`config.mk`:
```
export PLATFORM = sky130hd
export DESIGN_NAME = snes_cart_front
export DESIGN_NICKNAME = d
export VERILOG_FILES = /design/src/snes_cart_pkg.sv /design/src/cart_header_detect.sv /design/src/cheat_code_loader.sv /design/src/backup_ram_sync.sv /design/src/snes_cart_front.sv
export SDC_FILE = /design/constraint.sdc
export NUM_CORES = 1
export LEC_CHECK = 0
export BUFFER_PORTS_ARGS = -buffer_cell sky130_fd_sc_hd__buf_2
export CAP_MARGIN = 30
export CORE_ASPECT_RATIO = 1.25
export CORE_MARGIN = 3
export CORE_UTILIZATION = 41
export DETAILED_ROUTE_END_ITERATION = 12
export PLACE_DENSITY = 0.7
export SLEW_MARGIN = 10
export SYNTH_ARGS = -nofsm -noshare
export SYNTH_HDL_FRONTEND = slang
export SYNTH_HIERARCHICAL = 1
export SYNTH_SLANG_ARGS = --single-unit
export TNS_END_PERCENT = 30
```
`constraint.sdc`:
```
create_clock -name clk_sys -period 3.92 [get_ports clk_sys]
set_input_delay 0.196 -clock clk_sys [delete_from_list [all_inputs] [get_ports clk_sys]]
set_output_delay 0.196 -clock clk_sys [all_outputs]
set_load 0.01 [all_outputs]
```
`src/snes_cart_pkg.sv`:
```
/*
 * Shared widths, header byte offsets, default size codes, layout codes
 * and the header word union of the cartridge front end
 */
`default_nettype none

package snes_cart_pkg;

	// =========================================================================
	// Bus widths
	// =========================================================================
	localparam int IOCTL_AW = 25;
	localparam int IOCTL_DW = 16;
	localparam int MASK_W   = 24;
	localparam int LBA_W    = 32;

	// Flags, address, compare and replace, 32 bits each
	localparam int GG_W = 128;

	// Download index reserved for cheat files
	localparam logic [7:0] CODE_INDEX = 8'hFF;

	// =========================================================================
	// Cartridge header
	// =========================================================================
	// Copier header in front of the ROM image
	localparam logic [IOCTL_AW-1:0] HDR_SKIP = 25'h200;

	// Info word per layout, RAM size sits 2 bytes further on
	localparam logic [IOCTL_AW-1:0] LOROM_INFO   = 25'h7FD6;
	localparam logic [IOCTL_AW-1:0] HIROM_INFO   = 25'hFFD6;
	localparam logic [IOCTL_AW-1:0] EXHIROM_INFO = 25'h40FFD6;

	localparam logic [3:0] DEF_ROM_SIZE = 4'hC;
	localparam logic [3:0] DEF_RAM_SIZE = 4'h0;

	// Mask is SIZE_UNIT << size code, minus one
	localparam int SIZE_UNIT = 1024;

	// Layout selection from the menu
	localparam logic [2:0] ROM_LAYOUT_AUTO = 3'd0;
	localparam logic [2:0] ROM_LAYOUT_NONE = 3'd1;
	localparam logic [2:0] ROM_LAYOUT_LO   = 3'd2;
	localparam logic [2:0] ROM_LAYOUT_HI   = 3'd3;
	localparam logic [2:0] ROM_LAYOUT_EXHI = 3'd4;

	// One backup RAM sector is 512 bytes
	localparam int SECTOR_SHIFT = 9;

	// Download word 0 and word 2 of the image read through two views
	typedef union packed {
		struct packed {
			logic [7:0] rom_type;
			logic [3:0] ram_size;
			logic [3:0] rom_size;
		} size;
		struct packed {
			logic [6:0] rsvd_hi;
			logic       region;
			logic [7:0] rsvd_lo;
		} region;
	} hdr_word_u;

endpackage

`default_nettype wire

```
`src/cart_header_detect.sv`:
```
/*
 * ROM layout detection from the cartridge header
 * Reports ROM type, ROM and RAM address masks and the video region
 */
`default_nettype none

module cart_header_detect (
	input  logic                                clk_sys,
	input  logic                                cart_download,
	input  logic                                ioctl_wr,
	input  logic [snes_cart_pkg::IOCTL_AW-1:0]  ioctl_addr,
	input  logic [snes_cart_pkg::IOCTL_DW-1:0]  ioctl_dout,
	input  logic [2:0]                          lhrom_type,
	input  logic [1:0]                          region_sel,
	output logic [7:0]                          rom_type,
	output logic [snes_cart_pkg::MASK_W-1:0]    rom_mask,
	output logic [snes_cart_pkg::MASK_W-1:0]    ram_mask,
	output logic                                pal
);
	import snes_cart_pkg::*;

	hdr_word_u          hdr_word;
	logic [3:0]         rom_size;
	logic [3:0]         ram_size;
	logic [3:0]         rom_size_nxt;
	logic [3:0]         ram_size_nxt;
	logic               rom_region;
	logic               forced;
	logic [IOCTL_AW-1:0] info_addr;
	logic               hdr_wr;

	function automatic logic [MASK_W-1:0] size_to_mask(input logic [3:0] size_code);
		logic [MASK_W-1:0] unit;
		unit = MASK_W'(SIZE_UNIT);
		return (unit << size_code) - 1'b1;
	endfunction

	assign hdr_word = ioctl_dout;
	assign hdr_wr   = cart_download && ioctl_wr;

	// Info word location for the forced layouts
	always_comb begin
		forced = 1'b1;
		case (lhrom_type)
			ROM_LAYOUT_LO:   info_addr = LOROM_INFO + HDR_SKIP;
			ROM_LAYOUT_HI:   info_addr = HIROM_INFO + HDR_SKIP;
			ROM_LAYOUT_EXHI: info_addr = EXHIROM_INFO + HDR_SKIP;
			default: begin
				info_addr = '0;
				forced    = 1'b0;
			end
		endcase
	end

	// =========================================================================
	// Size codes for the current write
	// =========================================================================
	always_comb begin
		rom_size_nxt = rom_size;
		ram_size_nxt = ram_size;
		if (hdr_wr) begin
			if (ioctl_addr == '0) begin
				rom_size_nxt = DEF_ROM_SIZE;
				ram_size_nxt = DEF_RAM_SIZE;
				// Auto mode trusts word 0 when its low byte is set
				if (lhrom_type == ROM_LAYOUT_AUTO &&
				    {hdr_word.size.ram_size, hdr_word.size.rom_size} != 8'd0) begin
					rom_size_nxt = hdr_word.size.rom_size;
					ram_size_nxt = hdr_word.size.ram_size;
				end
			end
			if (forced && ioctl_addr == info_addr) begin
				rom_size_nxt = ioctl_dout[11:8];
			end
			if (forced && ioctl_addr == info_addr + IOCTL_AW'(2)) begin
				ram_size_nxt = ioctl_dout[3:0];
			end
		end
	end

	always_ff @(posedge clk_sys) begin
		if (hdr_wr) begin
			rom_size <= rom_size_nxt;
			ram_size <= ram_size_nxt;
			rom_mask <= size_to_mask(rom_size_nxt);
			ram_mask <= (ram_size_nxt != 4'd0) ? size_to_mask(ram_size_nxt) : '0;
			if (ioctl_addr == '0) begin
				case (lhrom_type)
					ROM_LAYOUT_NONE: rom_type <= 8'd0;
					ROM_LAYOUT_LO:   rom_type <= 8'd0;
					ROM_LAYOUT_HI:   rom_type <= 8'd1;
					ROM_LAYOUT_EXHI: rom_type <= 8'd2;
					default:         rom_type <= hdr_word.size.rom_type;
				endcase
			end
			if (ioctl_addr == IOCTL_AW'(2)) begin
				rom_region <= hdr_word.region.region;
			end
		end
		// Region held while the image streams in
		if (!cart_download) begin
			pal <= (region_sel == 2'd0) ? rom_region : region_sel[1];
		end
	end

endmodule

`default_nettype wire

```
`src/cheat_code_loader.sv`:
```
/*
 * Cheat code record assembly from the code download, one strobe per record
 */
`default_nettype none

module cheat_code_loader (
	input  logic                               clk_sys,
	input  logic                               reset,
	input  logic                               code_download,
	input  logic                               ioctl_wr,
	input  logic [3:0]                         ioctl_addr,
	input  logic [snes_cart_pkg::IOCTL_DW-1:0] ioctl_dout,
	output logic [snes_cart_pkg::GG_W-1:0]     gg_code,
	output logic                               gg_strobe
);
	import snes_cart_pkg::*;

	logic       code_wr;
	logic [2:0] slot;

	// Record layout, upper to lower
	//   flags 127:96, address 95:64, compare 63:32, replace 31:0
	// Each field arrives low half first, fields in that same order
	assign code_wr = code_download && ioctl_wr && !ioctl_addr[0];

	// Field order reversed against the offset, half from bit 1
	assign slot = {~ioctl_addr[3:2], ioctl_addr[1]};

	always_ff @(posedge clk_sys) begin
		if (code_wr) begin
			gg_code[slot * IOCTL_DW +: IOCTL_DW] <= ioctl_dout;
		end
	end

	// Replace high half closes the record
	always_ff @(posedge clk_sys) begin
		if (reset) begin
			gg_strobe <= 1'b0;
		end else begin
			gg_strobe <= code_wr && (ioctl_addr == 4'd14);
		end
	end

endmodule

`default_nettype wire

```
`src/backup_ram_sync.sv`:
```
/*
 * Backup RAM enable, pending-write flag and the sector load/save
 * sequencer towards the host storage
 */
`default_nettype none

module backup_ram_sync (
	input  logic                             clk_sys,
	input  logic                             reset,
	input  logic                             cart_download,
	input  logic [snes_cart_pkg::MASK_W-1:0] ram_mask,
	input  logic                             img_mounted,
	input  logic                             img_readonly,
	input  logic [63:0]                      img_size,
	input  logic                             bk_load_req,
	input  logic                             bk_save_req,
	input  logic                             autosave,
	input  logic                             osd_status,
	input  logic                             bsram_write,
	input  logic                             sd_ack,
	output logic [snes_cart_pkg::LBA_W-1:0]  sd_lba,
	output logic                             sd_rd,
	output logic                             sd_wr,
	output logic                             bk_loading,
	output logic                             bk_busy,
	output logic                             bk_pending
);
	import snes_cart_pkg::*;

	logic             bk_ena;
	logic             old_download;
	logic             old_load;
	logic             old_save;
	logic             old_ack;
	logic             load_lvl;
	logic             save_lvl;
	logic             load_edge;
	logic             save_edge;
	logic             download_end;
	logic             ack_rise;
	logic             ack_fall;
	logic [LBA_W-1:0] sector_last;

	// Last sector index taken from the RAM size
	assign sector_last = LBA_W'(ram_mask[MASK_W-1:SECTOR_SHIFT]);

	assign load_lvl  = bk_load_req && bk_ena;
	assign save_lvl  = (bk_save_req || (bk_pending && osd_status && autosave)) && bk_ena;
	assign load_edge = load_lvl && !old_load;
	assign save_edge = save_lvl && !old_save;

	assign download_end = old_download && !cart_download && (|img_size) && bk_ena;
	assign ack_rise     = sd_ack && !old_ack;
	assign ack_fall     = old_ack && !sd_ack;

	// =========================================================================
	// Enable and pending write
	// =========================================================================
	always_ff @(posedge clk_sys) begin
		if (reset) begin
			old_download <= 1'b0;
			bk_ena       <= 1'b0;
		end else begin
			old_download <= cart_download;
			if (cart_download && !old_download) begin
				bk_ena <= 1'b0;
			end
			// Save image is mounted by the end of the download
			if (cart_download && img_mounted && !img_readonly) begin
				bk_ena <= |ram_mask;
			end
		end
	end

	always_ff @(posedge clk_sys) begin
		if (reset) begin
			bk_pending <= 1'b0;
		end else if (bk_ena && !osd_status && bsram_write) begin
			bk_pending <= 1'b1;
		end else if (bk_busy) begin
			bk_pending <= 1'b0;
		end
	end

	// =========================================================================
	// Sector sequencer
	// =========================================================================
	always_ff @(posedge clk_sys) begin
		if (reset) begin
			old_load   <= 1'b0;
			old_save   <= 1'b0;
			old_ack    <= 1'b0;
			bk_busy    <= 1'b0;
			bk_loading <= 1'b0;
			sd_rd      <= 1'b0;
			sd_wr      <= 1'b0;
			sd_lba     <= '0;
		end else begin
			old_load <= load_lvl;
			old_save <= save_lvl;
			old_ack  <= sd_ack;

			// Host took the request
			if (ack_rise) begin
				sd_rd <= 1'b0;
				sd_wr <= 1'b0;
			end

			if (!bk_busy) begin
				if (load_edge || save_edge) begin
					bk_busy    <= 1'b1;
					bk_loading <= load_edge;
					sd_lba     <= '0;
					sd_rd      <= load_edge;
					sd_wr      <= !load_edge;
				end
				// Fresh cartridge always pulls its save in
				if (download_end) begin
					bk_busy    <= 1'b1;
					bk_loading <= 1'b1;
					sd_lba     <= '0;
					sd_rd      <= 1'b1;
					sd_wr      <= 1'b0;
				end
			end else if (ack_fall) begin
				if (sd_lba >= sector_last) begin
					bk_busy    <= 1'b0;
					bk_loading <= 1'b0;
				end else begin
					sd_lba <= sd_lba + 1'b1;
					sd_rd  <= bk_loading;
					sd_wr  <= !bk_loading;
				end
			end
		end
	end

endmodule

`default_nettype wire

```
`src/snes_cart_front.sv`:
```
/*
 * Cartridge front end top level: download split, header detect,
 * cheat loader, backup RAM sync and core reset
 */
`default_nettype none

module snes_cart_front (
	input  logic                               clk_sys,
	input  logic                               reset,
	input  logic                               ioctl_download,
	input  logic [7:0]                         ioctl_index,
	input  logic [snes_cart_pkg::IOCTL_AW-1:0] ioctl_addr,
	input  logic [snes_cart_pkg::IOCTL_DW-1:0] ioctl_dout,
	input  logic                               ioctl_wr,
	input  logic [2:0]                         lhrom_type,
	input  logic [1:0]                         region_sel,
	input  logic                               bk_load_req,
	input  logic                               bk_save_req,
	input  logic                               autosave,
	input  logic                               osd_status,
	input  logic                               img_mounted,
	input  logic                               img_readonly,
	input  logic [63:0]                        img_size,
	input  logic                               bsram_write,
	input  logic                               sd_ack,
	output logic [7:0]                         rom_type,
	output logic [snes_cart_pkg::MASK_W-1:0]   rom_mask,
	output logic [snes_cart_pkg::MASK_W-1:0]   ram_mask,
	output logic                               pal,
	output logic [snes_cart_pkg::GG_W-1:0]     gg_code,
	output logic                               gg_strobe,
	output logic                               gg_reset,
	output logic [snes_cart_pkg::LBA_W-1:0]    sd_lba,
	output logic                               sd_rd,
	output logic                               sd_wr,
	output logic                               bk_busy,
	output logic                               bk_pending,
	output logic                               core_reset
);
	import snes_cart_pkg::*;

	logic code_download;
	logic cart_download;
	logic bk_loading;

	// Cheat files use the reserved index, everything else is the cartridge
	assign code_download = ioctl_download && (ioctl_index == CODE_INDEX);
	assign cart_download = ioctl_download && (ioctl_index != CODE_INDEX);

	// Cheat list restarts with a new cartridge or a new code file
	assign gg_reset = cart_download || (code_download && ioctl_wr && ioctl_addr == '0);

	// Core held while the image or its save streams in
	assign core_reset = reset || cart_download || bk_loading;

	cart_header_detect u_header (
		.clk_sys       (clk_sys),
		.cart_download (cart_download),
		.ioctl_wr      (ioctl_wr),
		.ioctl_addr    (ioctl_addr),
		.ioctl_dout    (ioctl_dout),
		.lhrom_type    (lhrom_type),
		.region_sel    (region_sel),
		.rom_type      (rom_type),
		.rom_mask      (rom_mask),
		.ram_mask      (ram_mask),
		.pal           (pal)
	);

	cheat_code_loader u_cheat (
		.clk_sys       (clk_sys),
		.reset         (reset),
		.code_download (code_download),
		.ioctl_wr      (ioctl_wr),
		.ioctl_addr    (ioctl_addr[3:0]),
		.ioctl_dout    (ioctl_dout),
		.gg_code       (gg_code),
		.gg_strobe     (gg_strobe)
	);

	backup_ram_sync u_backup (
		.clk_sys       (clk_sys),
		.reset         (reset),
		.cart_download (cart_download),
		.ram_mask      (ram_mask),
		.img_mounted   (img_mounted),
		.img_readonly  (img_readonly),
		.img_size      (img_size),
		.bk_load_req   (bk_load_req),
		.bk_save_req   (bk_save_req),
		.autosave      (autosave),
		.osd_status    (osd_status),
		.bsram_write   (bsram_write),
		.sd_ack        (sd_ack),
		.sd_lba        (sd_lba),
		.sd_rd         (sd_rd),
		.sd_wr         (sd_wr),
		.bk_loading    (bk_loading),
		.bk_busy       (bk_busy),
		.bk_pending    (bk_pending)
	);

endmodule

`default_nettype wire

```
==> results of run 1 <==
repair_timing:
action,4_1_cts,5_1_grt
hold endpoints to repair,12,0
resized for setup,0,0
hold buffers,12,0
stage by stage:
step	setup slack [ns]	cell area, um^2	std cells
floorplan	0.0506	10400	894
global placement	0.372	12400	1526
detailed placement	0.271	12400	1527
CTS	0.790	13300	1580
global route	0.447	13300	1582
finish	0.736	13300	1584
sequential cells by signal, indices dropped and copies added (netlist names), 4 cells and up:
name / flops
u_header/rom_size: 4
u_backup/sd_lba: 32
u_header/ram_mask: 15
u_header/rom_mask: 14
u_header/rom_type: 8
u_header/ram_size: 4
u_cheat/gg_code: 128
routing by layer:
layer / share of wire (%) / vias to the layer above / track usage, %
met1: 37 / 4092 / 27.2
li1: - / 4038 / -
met3: 8.5 / 79 / 4.44
met5: 0.12 / - / 0
met4: 3.5 / 6 / 7.43
met2: 51 / 481 / 40.9
cell families after synthesis:
family | share of synthesized area [%]
adders and majority gates | 2.62
other | 0.0361
AOI/OAI and AO/OA | 7.84
buffers and inverters | 5.84
muxes | 0.939
and+or+nand+nor | 23.6
xor gates and xnor gates | 0.337
DFF | 58.8
worst max-delay path: stages:
cell and delay, ns:
buf_2 0.07, nand4_1 0.13, o31ai_2 0.42, inv_1 0.24, nand2_1 0.28, clkinvlp_4 0.16
buf_4 0.21, nand2_1 0.09, o41ai_1 0.07, a21o_2 0.30, and2_1 0.18, nand3_1 0.09
ha_1 0.37, nor2_1 0.14, and4_1 0.22, a211o_1 0.26
power breakdown:
group          internal (mW)  leakage, nW  total [mW]  switching (mW)
clock network           1.19        0.354        2.09           0.899
registers               2.50         1.64        2.51          0.0104
logic                  0.143         2.76       0.416           0.272
total                   3.84         4.75        5.02            1.18
cells in the final DEF, fill, tap and decap left out, drive strengths merged, types with 5 or more instances in the layout:
master,instances
edfxtp,175
dlygate4sd3,12
ha,21
nor3b,5
clkbuf,31
mux2,6
and2,53
and4,5
a22o,5
nand2b,5
nor2,18
nand2,41
buf,368
o21ai,21
inv,60
nor2b,14
a21o,5
o21a,5
clkinv,8
nand3,21
a21oi,39
dfxtp,43
or4,13
or2,6
nor3,78
nand4,19
conb,10
nor4,82
o31ai,16
area by class of cell:
cell class / instances / area (um^2)
antenna: 4 / 10.0
clock buffer: 31 / 626
clock inverter: 10 / 90.1
fill: 2161 / 11500
inverter: 60 / 231
multi-input combinational: 551 / 3750
sequential: 218 / 6120
tap: 330 / 413
timing repair buffer: 380 / 2040
final timing paths:
path                                              end
setup / recovery  u_header/ram_mask[22]$_SDFFCE_PN0P_
hold / removal         u_cheat/gg_code[123]$_DFFE_PP_
setup reg to reg     u_backup/sd_lba[10]$_SDFFE_PP0P_
hold reg to reg      u_backup/sd_lba[19]$_SDFFE_PP0P_
==> summary.md, run 1 <==
| Metric | Value |
|---|---|
| Core area | `24700 um^2` |
| IO Count | `354` |
| Gpl congestion | `0.885` |
| Worst-Skew Late Latency | `0.53 ns` |
| CTS root buf | `clkbuf_16` |
| Die ar. | `27300 um^2` |
| First-pass DRT Iterations | `5` |
| Initial core utilization | `42.0%` |
| Synth top area cells | `edfxtp_1, dfxtp_1, nor4_1` |
| Primary FF master, synth | `edfxtp_1` |
| Remaining antenna violation count | `0` |
| Peak VDD IR | `0.353 mV` |
| Post-synth top cells | `edfxtp_1, nor4_1, nor3_1` |
| Routed WL | `33000 um` |
| Max Cap Viol | `0` |
| Initial drt markers | `702` |
| Final Power | `5.02 mW` |
| Share of cells above drive strength 1 | `37.8%` |
| FF-to-FF setup slack | `0.78 ns` |
| Post-CTS setup buffer count | `0` |
| Startpoint Class | `input pin` |
| # port buffers | `~340` |
| Largest net degree at the start of global routing | `36` |
| CTS clk-pin slew, worst paths | `0.06 ns` |
| DR WL/cell | `20.8 um` |
| Tightest Hold Check Type | `input pin to flip-flop` |
| CTS tree | `built` |
| Final hold violation count | `0` |
| Final net count | `1385` |
| Crit path max fanout | `14` |
| Final setup fails | `0` |
| Reg2Reg Launch Point | `u_header/ram_mask[9]$_SDFFCE_PN0P_` |
| Post-Syn Area per Cell | `11.7 um^2` |
| Antenna violations before repair | `9` |
| Async S/R FF share, synth | `0%` |
| CTS Buf Count | `23` |
| Pwr per Cell Area | `378 nW/um^2` |
| Die W | `between 100 and 150 um` |
| Yosys top cell area share | `50.6%` |
| Final TNS setup | `0 ns` |
| Fmax achieved | `314 MHz` |
| Hold Path Depth | `2` |
| RSZ-0062 raised after global routing | `no` |
| Hold_ws | `around 0.028 ns` |
| Post-Syn Area | `10400 um^2` |
| Setup Skew | `0.0166 ns` |
| Leakage | `4.75 nW` |
| Setup CP Type | `input pin to flip-flop` |
| GR Overflow Total | `0` |
| Status | `complete, no violations` |
| Yosys cell types | `88` |
| HPWL Detailed | `24800 um` |
| Post-synth EDFFs | `175` |
| Rows | `64` |
| Least-Margin Pin Slew | `0.948 ns` |
| Crit path time final | `3.18 ns` |
| Syn Inst Count | `885` |
| Die H | `184 um` |
| Yosys Warn Count | `6` |
| Post-synthesis sequential area ratio | `58.8%` |
| DRC Markers | `0` |
| CP Launch Point | `ioctl_index[6]` |
| Pins over their slew limit | `0` |
| P&R area growth vs syn | `27.8%` |
| First-pass GRT wire length | `47800 um` |
| Count leader, synth | `edfxtp_1` |
| Total track usage | `between 20% and 30%` |
| #FFs+latches synth | `218` |
| CP arrival | `approximately 3.4 ns` |
| Final Cycle Share | `81.2%` |
| Cell taking the most area after synthesis | `edfxtp_1` |
| R2R cell count | `8` |
| Total number of vias | `roughly 8700` |
| Vias per cell | `between 5 and 6` |
| CTS max path bufs | `3` |
| Worst Hold Launch | `ioctl_dout[11]` |
| Htree depth | `1` |
| Number of global-route vias before repair | `8167` |
| Clock sinks | `around 220` |
| CP Capture Type | `flip-flop` |
| Worst EP required | `around 4.2 ns` |
| Core Util, Final | `53.7%` |
| Worst slew margin | `36.7%` |
Power figures use the tool's default switching activity.
==> run 2: changes to the inputs <==
==> constraint.sdc (replaced) <==
create_clock -name clk_sys -period 2.6 [get_ports clk_sys]
set_input_delay 0.13 -clock clk_sys [delete_from_list [all_inputs] [get_ports clk_sys]]
set_output_delay 0.13 -clock clk_sys [all_outputs]
set_load 0.01 [all_outputs]
==> run 2 against run 1 <==
  * Clock skew is 0.0017 ns lower
  * Final cell count grew 7.7%
  * Worst setup slack got worse by 0.73 ns
  * First-iteration DRC count decreased by 4.4%
  * Worst hold slack lost 0.021 ns
  * Sequential power grew 51%
  * Final area rose by 10%
  * Routed wire length up 6.4%
  * Highest routed layer unchanged
  * Die area is the same
==> summary.md, run 2 (same netlist as run 1, synthesis figures left out) <==
| Metric | Value |
|---|---|
| Final Worst Setup Slack | `0.00692 ns (-0.729 ns)` |
| Reg2Reg Launch Point | `u_header/ram_mask[23]$_SDFFCE_PN0P_` |
| DP Area | `13300 um^2 (+6.8%)` |
| Hold Path Depth | `2 (unchanged)` |
| Gpl congestion | `0.881 (-0.41%)` |
| Pins over their slew limit | `0 (unchanged)` |
| Reg-to-reg endpoint | `u_backup/sd_lba[12]$_SDFFE_PP0P_` |
| Status | `complete, no violations` |
| Final Power | `7.69 mW (+53%)` |
| Crit path time final | `2.59 ns` |
| Worst EP required | `2.87 ns (-1.30 ns)` |
| CTS root buf | `clkbuf_16` |
| Post-Place Worst Slack | `-0.675 ns (-0.946 ns)` |
| Setup CP Type | `input pin to flip-flop` |
| WHS Endpoint | `u_cheat/gg_code[57]$_DFFE_PP_` |
| FF-to-FF setup slack | `0.06 ns (-0.72 ns)` |
| R2R cell count | `8 (unchanged)` |
| Core area | `24700 um^2 (unchanged)` |
| Setup Skew | `0.0149 ns (-0.00168 ns)` |
| Number of global-route vias before repair | `9043 (+11%)` |
| CTS clk-pin slew, worst paths | `0.06 ns (about the same)` |
| CTS tree | `built` |
| Htree depth | `1 (unchanged)` |
| Regs by FF count | `u_cheat/gg_code: 128 flops, u_backup/sd_lba: 32 flops, u_header/ram_mask: 15 flops` |
| Max Cap Viol | `0 (unchanged)` |
| Worst-Skew Late Latency | `0.52 ns (about the same)` |
| CTS Buf Count | `22 (-4.3%)` |
| Worst Hold Launch | `ioctl_dout[9]` |
| Hold_ws | `0.00641 ns (-0.0211 ns)` |
| Sequential Area | `6120 um^2 (unchanged)` |
| Final setup fails | `0 (unchanged)` |
| Core Util, Final | `59.1% (+5.4 points)` |
| Remaining antenna violation count | `0 (unchanged)` |
| RSZ-0062 raised after global routing | `yes` |
| Share of cells above drive strength 1 | `45.3% (+7.5 points)` |
| HPWL Detailed | `25900 um (+4.4%)` |
| Peak VDD IR | `0.517 mV (+46%)` |
| Routed WL | `35100 um (+6.4%)` |
| Crit path max fanout | `6 (-8)` |
| DR WL/cell | `20.6 um (-1.2%)` |
| Multi-input logic area | `4080 um^2 (+8.6%)` |
| Fillers | `2073 (-4.1%)` |
| Final TNS setup | `0 ns (unchanged)` |
| Final Cycle Share | `99.7%` |
| Pwr per Cell Area | `526 nW/um^2 (+39%)` |
| IO Count | `354 (unchanged)` |
| Largest net degree at the start of global routing | `33 (-8.3%)` |
| Vias per cell | `5.46 (-0.61%)` |
| Final Non-Filler Cells | `1706 (+7.7%)` |
| CP arrival | `2.86 ns (-0.58 ns)` |
| Clock sinks | `218 (unchanged)` |
| Least-Margin Pin Slew | `0.636 ns (-0.312 ns)` |
| Initial drt markers | `671 (-4.4%)` |
| Rows | `64 (unchanged)` |
| Die H | `184 um (unchanged)` |
| Antenna violations before repair | `7 (-2)` |
| Total track usage | `24.0% (+1.3 points)` |
| Die W | `148 um (unchanged)` |
| Final net count | `1507 (+8.8%)` |
| Largest Register | `u_cheat/gg_code` |
| GR Overflow Total | `0 (unchanged)` |
| Final hold violation count | `0 (unchanged)` |
| Commonest cells after routing, fill and taps aside | `buf_2, edfxtp_1, buf_4, nor4_1, nor3_1` |
| Worst slew margin | `57.2% (+20 points)` |
| First-pass DRT Iterations | `5 (unchanged)` |
| Inst Count DP | `1628 (+6.6%)` |
| CTS max path bufs | `3 (unchanged)` |
| Final Cell Area | `14600 um^2 (+10%)` |
| First-pass GRT wire length | `50700 um (+6.0%)` |
| Initial core utilization | `42.0% (unchanged)` |
| Most common cell after layout, fill and taps aside | `buf_2` |
| # port buffers | `343 (unchanged)` |
| Largest register FFs | `128 (unchanged)` |
| Leakage | `5.45 nW (+15%)` |
| Total number of vias | `9309 (+7.0%)` |
| P&R area growth vs syn | `40.6%` |
| Tightest Hold Check Type | `input pin to flip-flop` |
| Die ar. | `27300 um^2 (unchanged)` |
| Fmax achieved | `386 MHz` |
| Startpoint Class | `input pin` |
| DRC Markers | `0 (unchanged)` |
| CP Capture Type | `flip-flop` |
==> run 2: cell count changes in the layout (fill, tap and decap cells not counted), moves of 4 or more <==
cell and change:
buf_6 +8, nor4_4 +5, mux2_2 -4, nor4_1 -4
mux2_4 +4, dlygate4sd3_1 +7, o41ai_1 -4, buf_4 +107
buf_12 +4
==> run 2: critical path, cell delays in order <==
cell and delay, ns:
buf_8 0.10, nor4_4 0.36, nand4_1 0.17, buf_4 0.18, a2111o_1 0.34, nor3_4 0.28, buf_4 0.16, mux2_4 0.30
and2_4 0.17, nand3_4 0.07, ha_4 0.20, buf_6 0.14, o21ai_2 0.05, a32o_1 0.20
==> run 2: area by class of cell <==
class / instances / share of cell area (%)
tap: 330 / 2.82
sequential: 218 / 41.8
antenna: 4 / 0.0685
multi-input combinational: 551 / 27.9
clock buffer: 29 / 3.96
timing repair buffer: 503 / 20.9
clock inverter: 11 / 0.890
inverter: 60 / 1.58
==> run 2: layer usage <==
metal  track usage [%]  part of all wire, %  wire length [um]  vias to the layer above
li1                  -                    -                 -                     4297
met1              28.6                   37             13000                     4441
met2              42.5                   50             17600                      479
met3              4.34                  8.4              2940                       90
met4              10.8                  4.6              1610                        2
met5                 0                0.037                13                        -
==> run 2: repair_timing <==
item	CTS	global route
pin swaps	10	30
gates resized for setup	17	42
setup buffers	9	6
hold buffers	19	0
endpoints found under the setup margin	10	23
hold endpoints to repair	24	0
==> run 2: how the worst max path moves through the flow <==
stage,from,to,slack [ns],cells after the start
5_1_grt,ioctl_index[5],u_header/rom_mask[22]$_DFFE_PP_,-0.06,19
6_report,ioctl_addr[21],u_header/rom_mask[18]$_DFFE_PP_,0.007,14
3_5_place_dp,ioctl_addr[21],u_header/ram_mask[22]$_SDFFCE_PN0P_,-0.67,13
2_1_floorplan,ioctl_index[4],u_header/rom_mask[18]$_DFFE_PP_,-0.67,16
3_3_place_gp,ioctl_addr[21],u_header/ram_mask[22]$_SDFFCE_PN0P_,-0.58,13
4_1_cts,ioctl_addr[24],u_header/ram_mask[22]$_SDFFCE_PN0P_,-0.03,14
==> run 2: power breakdown <==
group | leakage [nW] | internal [mW] | switching [mW]
combinational | 3.47 | 0.300 | 0.458
sequential | 1.64 | 3.77 | 0.0149
clock | 0.350 | 1.79 | 1.35
total | 5.45 | 5.86 | 1.83
==> run 3: changes to the inputs <==
--- a/config.mk
+++ b/config.mk
@@ -7,11 +7,11 @@
 export LEC_CHECK = 0
 export BUFFER_PORTS_ARGS = -buffer_cell sky130_fd_sc_hd__buf_2
 export CAP_MARGIN = 30
-export CORE_ASPECT_RATIO = 1.25
 export CORE_MARGIN = 3
 export CORE_UTILIZATION = 41
 export DETAILED_ROUTE_END_ITERATION = 12
 export PLACE_DENSITY = 0.7
+export SETUP_SLACK_MARGIN = 0.5
 export SLEW_MARGIN = 10
 export SYNTH_ARGS = -nofsm -noshare
 export SYNTH_HDL_FRONTEND = slang
==> run 3 against run 2 <==
  * Sequential share of layout area shrank 0.87 points
  * Via count grew 0.23%
  * Core utilization grew 1.6 points
  * Critical path depth shrank 7
  * Routed wire length shrank 1.2%
  * Non-clock buffer count grew 28
  * Die area is essentially flat
  * Worst setup slack gained 0.12 ns
  * Sequential power is essentially flat
  * First-iteration DRC count grew 22%
  * Final area grew 2.1%
==> summary.md, run 3 (same netlist as run 1, synthesis figures left out) <==
| Metric | Value |
|---|---|
| Status | `complete, no violations` |
| Regs by FF count | `u_cheat/gg_code: 128 flops, u_backup/sd_lba: 32 flops, u_header/ram_mask: 15 flops` |
| Die ar. | `27300 um^2 (about the same)` |
| Worst-Skew Late Latency | `0.51 ns (about the same)` |
| DRC Markers | `0 (unchanged)` |
| Die H | `165 um (-10%)` |
| GR Overflow Total | `0 (unchanged)` |
| Initial drt markers | `819 (+22%)` |
| Total track usage | `24.1% (+0.062 points)` |
| Core area | `24600 um^2 (-0.56%)` |
| Initial core utilization | `42.2% (+0.24 points)` |
| Switching power | `1.84 mW (+0.93%)` |
| Die W | `165 um (+11%)` |
| Share of power burned in registers | `49.3% (about the same)` |
| Logic pwr share | `10.2% (+0.3 points)` |
| Slowest-stage cell, CP | `or4_1` |
| Final Non-Filler Cells | `1729 (+1.3%)` |
| Tightest Hold Check Type | `input pin to flip-flop` |
| Vias per cell | `5.40 (-1.1%)` |
| Inst Count DP | `1635 (+0.43%)` |
| Largest net degree at the start of global routing | `33 (unchanged)` |
| Met1 wire length | `12800 um (-1.2%)` |
| Crit path time final | `2.48 ns (-0.115 ns)` |
| Final Cycle Share | `95.3% (-4.4 points)` |
| Setup Skew | `0.0104 ns (-0.00456 ns)` |
| CTS root buf | `clkbuf_16` |
| Setup CP Type | `flip-flop to flip-flop` |
| Critical Path Max Stage Delay | `0.47 ns (+0.11 ns)` |
| P&R area growth vs syn | `43.6%` |
| Hold_ws | `0.00266 ns (-0.00374 ns)` |
| Sw frac | `24.0% (+0.24 points)` |
| Startpoint Class | `flip-flop` |
| CTS clk-pin slew, worst paths | `0.07 ns (about the same)` |
| Leakage | `5.60 nW (+2.6%)` |
| Sequential Area | `6120 um^2 (about the same)` |
| CTS Buf Count | `23 (+4.5%)` |
| CP Capture Type | `flip-flop` |
| RSZ-0062 raised after global routing | `yes` |
| DR WL/cell | `20.1 um (-2.5%)` |
| # port buffers | `343 (unchanged)` |
| Peak VDD IR | `0.476 mV (-8.0%)` |
| Final setup fails | `0 (unchanged)` |
| Rows | `57 (-11%)` |
| CTS tree | `built` |
| CP cell instances | `nor4_1 -> o211ai_1 -> nor4_2 -> nand4_1 -> buf_6 -> or4_1 -> a21oi_1` |
| Routed WL | `34700 um (-1.2%)` |
| Share of cells above drive strength 1 | `47.6% (+2.3 points)` |
| Top Metal Used | `met5` |
| Fmax achieved | `404 MHz (+4.7%)` |
| CP arrival | `2.91 ns (+0.05 ns)` |
| Worst EP required | `3.03 ns (+0.16 ns)` |
| Max Cap Viol | `0 (unchanged)` |
| Gpl congestion | `0.892 (+1.2%)` |
| Pins over their slew limit | `0 (unchanged)` |
| Commonest cells after routing, fill and taps aside | `buf_2, edfxtp_1, buf_4, nor4_1, nor3_1` |
| FF-to-FF setup slack | `0.12 ns (+0.06 ns)` |
| IO Count | `354 (unchanged)` |
| First-pass GRT wire length | `50200 um (-1.0%)` |
| Least-Margin Pin Slew | `0.666 ns (+0.0302 ns)` |
| Antenna violations before repair | `6 (-1)` |
| Htree depth | `1 (unchanged)` |
| Crit path max fanout | `6 (unchanged)` |
| Multi-input logic area | `4140 um^2 (+1.5%)` |
| Worst slew margin | `55.6% (-1.6 points)` |
| Final Cell Area | `14900 um^2 (+2.1%)` |
| Largest Register | `u_cheat/gg_code` |
| Clk network pwr share | `40.5% (-0.4 points)` |
| HPWL Detailed | `25600 um (-1.3%)` |
| Metal3 WL | `3320 um (+13%)` |
| Remaining antenna violation count | `0 (unchanged)` |
| Largest register FFs | `128 (unchanged)` |
| Int Pwr | `5.84 mW (-0.37%)` |
| Total number of vias | `9330 (+0.23%)` |
| DP Area | `13400 um^2 (+0.65%)` |
| Fillers | `1973 (-4.8%)` |
| Number of global-route vias before repair | `9120 (+0.85%)` |
| Pwr per Cell Area | `515 nW/um^2 (-2.2%)` |
| CTS max path bufs | `3 (unchanged)` |
| Final hold violation count | `0 (unchanged)` |
| Clock sinks | `218 (unchanged)` |
| Final net count | `1536 (+1.9%)` |
| Met2 wire length | `16900 um (-4.0%)` |
| First-pass DRT Iterations | `6 (+1)` |
| Most common cell after layout, fill and taps aside | `buf_2` |
-- run 3: power groups by stage --
stage	Clock [mW]	Combinational [mW]	Sequential, mW
2_1_floorplan	0	0.356	3.86
4_1_cts	3.17	0.768	3.79
6_report	3.11	0.785	3.79
3_3_place_gp	0	0.690	3.86
3_5_place_dp	0	0.701	3.86
5_1_grt	3.33	0.842	3.79
-- run 3: worst paths after layout --
path	from	endpoint	cells past startpoint
max	u_backup/sd_lba[16]$_SDFFE_PP0P_	u_backup/sd_lba[10]$_SDFFE_PP0P_	7
min	ioctl_dout[6]	u_cheat/gg_code[54]$_DFFE_PP_	2
max reg2reg	u_backup/sd_lba[16]$_SDFFE_PP0P_	u_backup/sd_lba[10]$_SDFFE_PP0P_	7
min reg2reg	u_backup/sd_lba[25]$_SDFFE_PP0P_	u_backup/sd_lba[25]$_SDFFE_PP0P_	1
-- run 3: stage by stage --
step / setup TNS (ns) / power [mW] / util [%] / setup WS (ns)
2_1_floorplan: -28.79 / 4.22 / - / -0.668
4_1_cts: 0 / 7.73 / 60.2 / 0.120
3_3_place_gp: -5.56 / 4.55 / 54.3 / -0.489
3_5_place_dp: -7.01 / 4.56 / 54.3 / -0.593
5_1_grt: 0 / 7.96 / 60.7 / 0.0119
6_report: 0 / 7.68 / 60.7 / 0.122
-- run 3: worst max-delay path, delay by kind of cell, from the launching register on --
kind	cells	cell delay (ns)
compound gates	2	0.38
buf+inv	1	0.20
flops	1	0.32
simple gates	4	1.50
-- run 3: area by class of cell --
class | instances | area share (%)
flip-flops and latches | 218 | 41.0
well taps | 324 | 2.72
repair buffers | 531 | 22.1
clock inverters | 15 | 0.654
diodes | 3 | 0.0503
multi-input cells | 551 | 27.7
inverters | 60 | 1.61
clock buffers | 27 | 4.17
-- run 3: metal layers --
layer	vias to the layer above	GRT usage, %
met1	4367	28.7
met2	506	41.2
met5	-	0
met3	97	5.21
met4	6	12.0
li1	4354	-
-- run 3: timing repair --
action / CTS / global route
gates cloned: 1 / 0
pin swaps: 45 / 14
hold buffers: 21 / 0
endpoints found under the hold margin: 26 / 0
gates resized for setup: 68 / 18
setup buffers: 21 / 6
endpoints found under the setup margin: 39 / 60
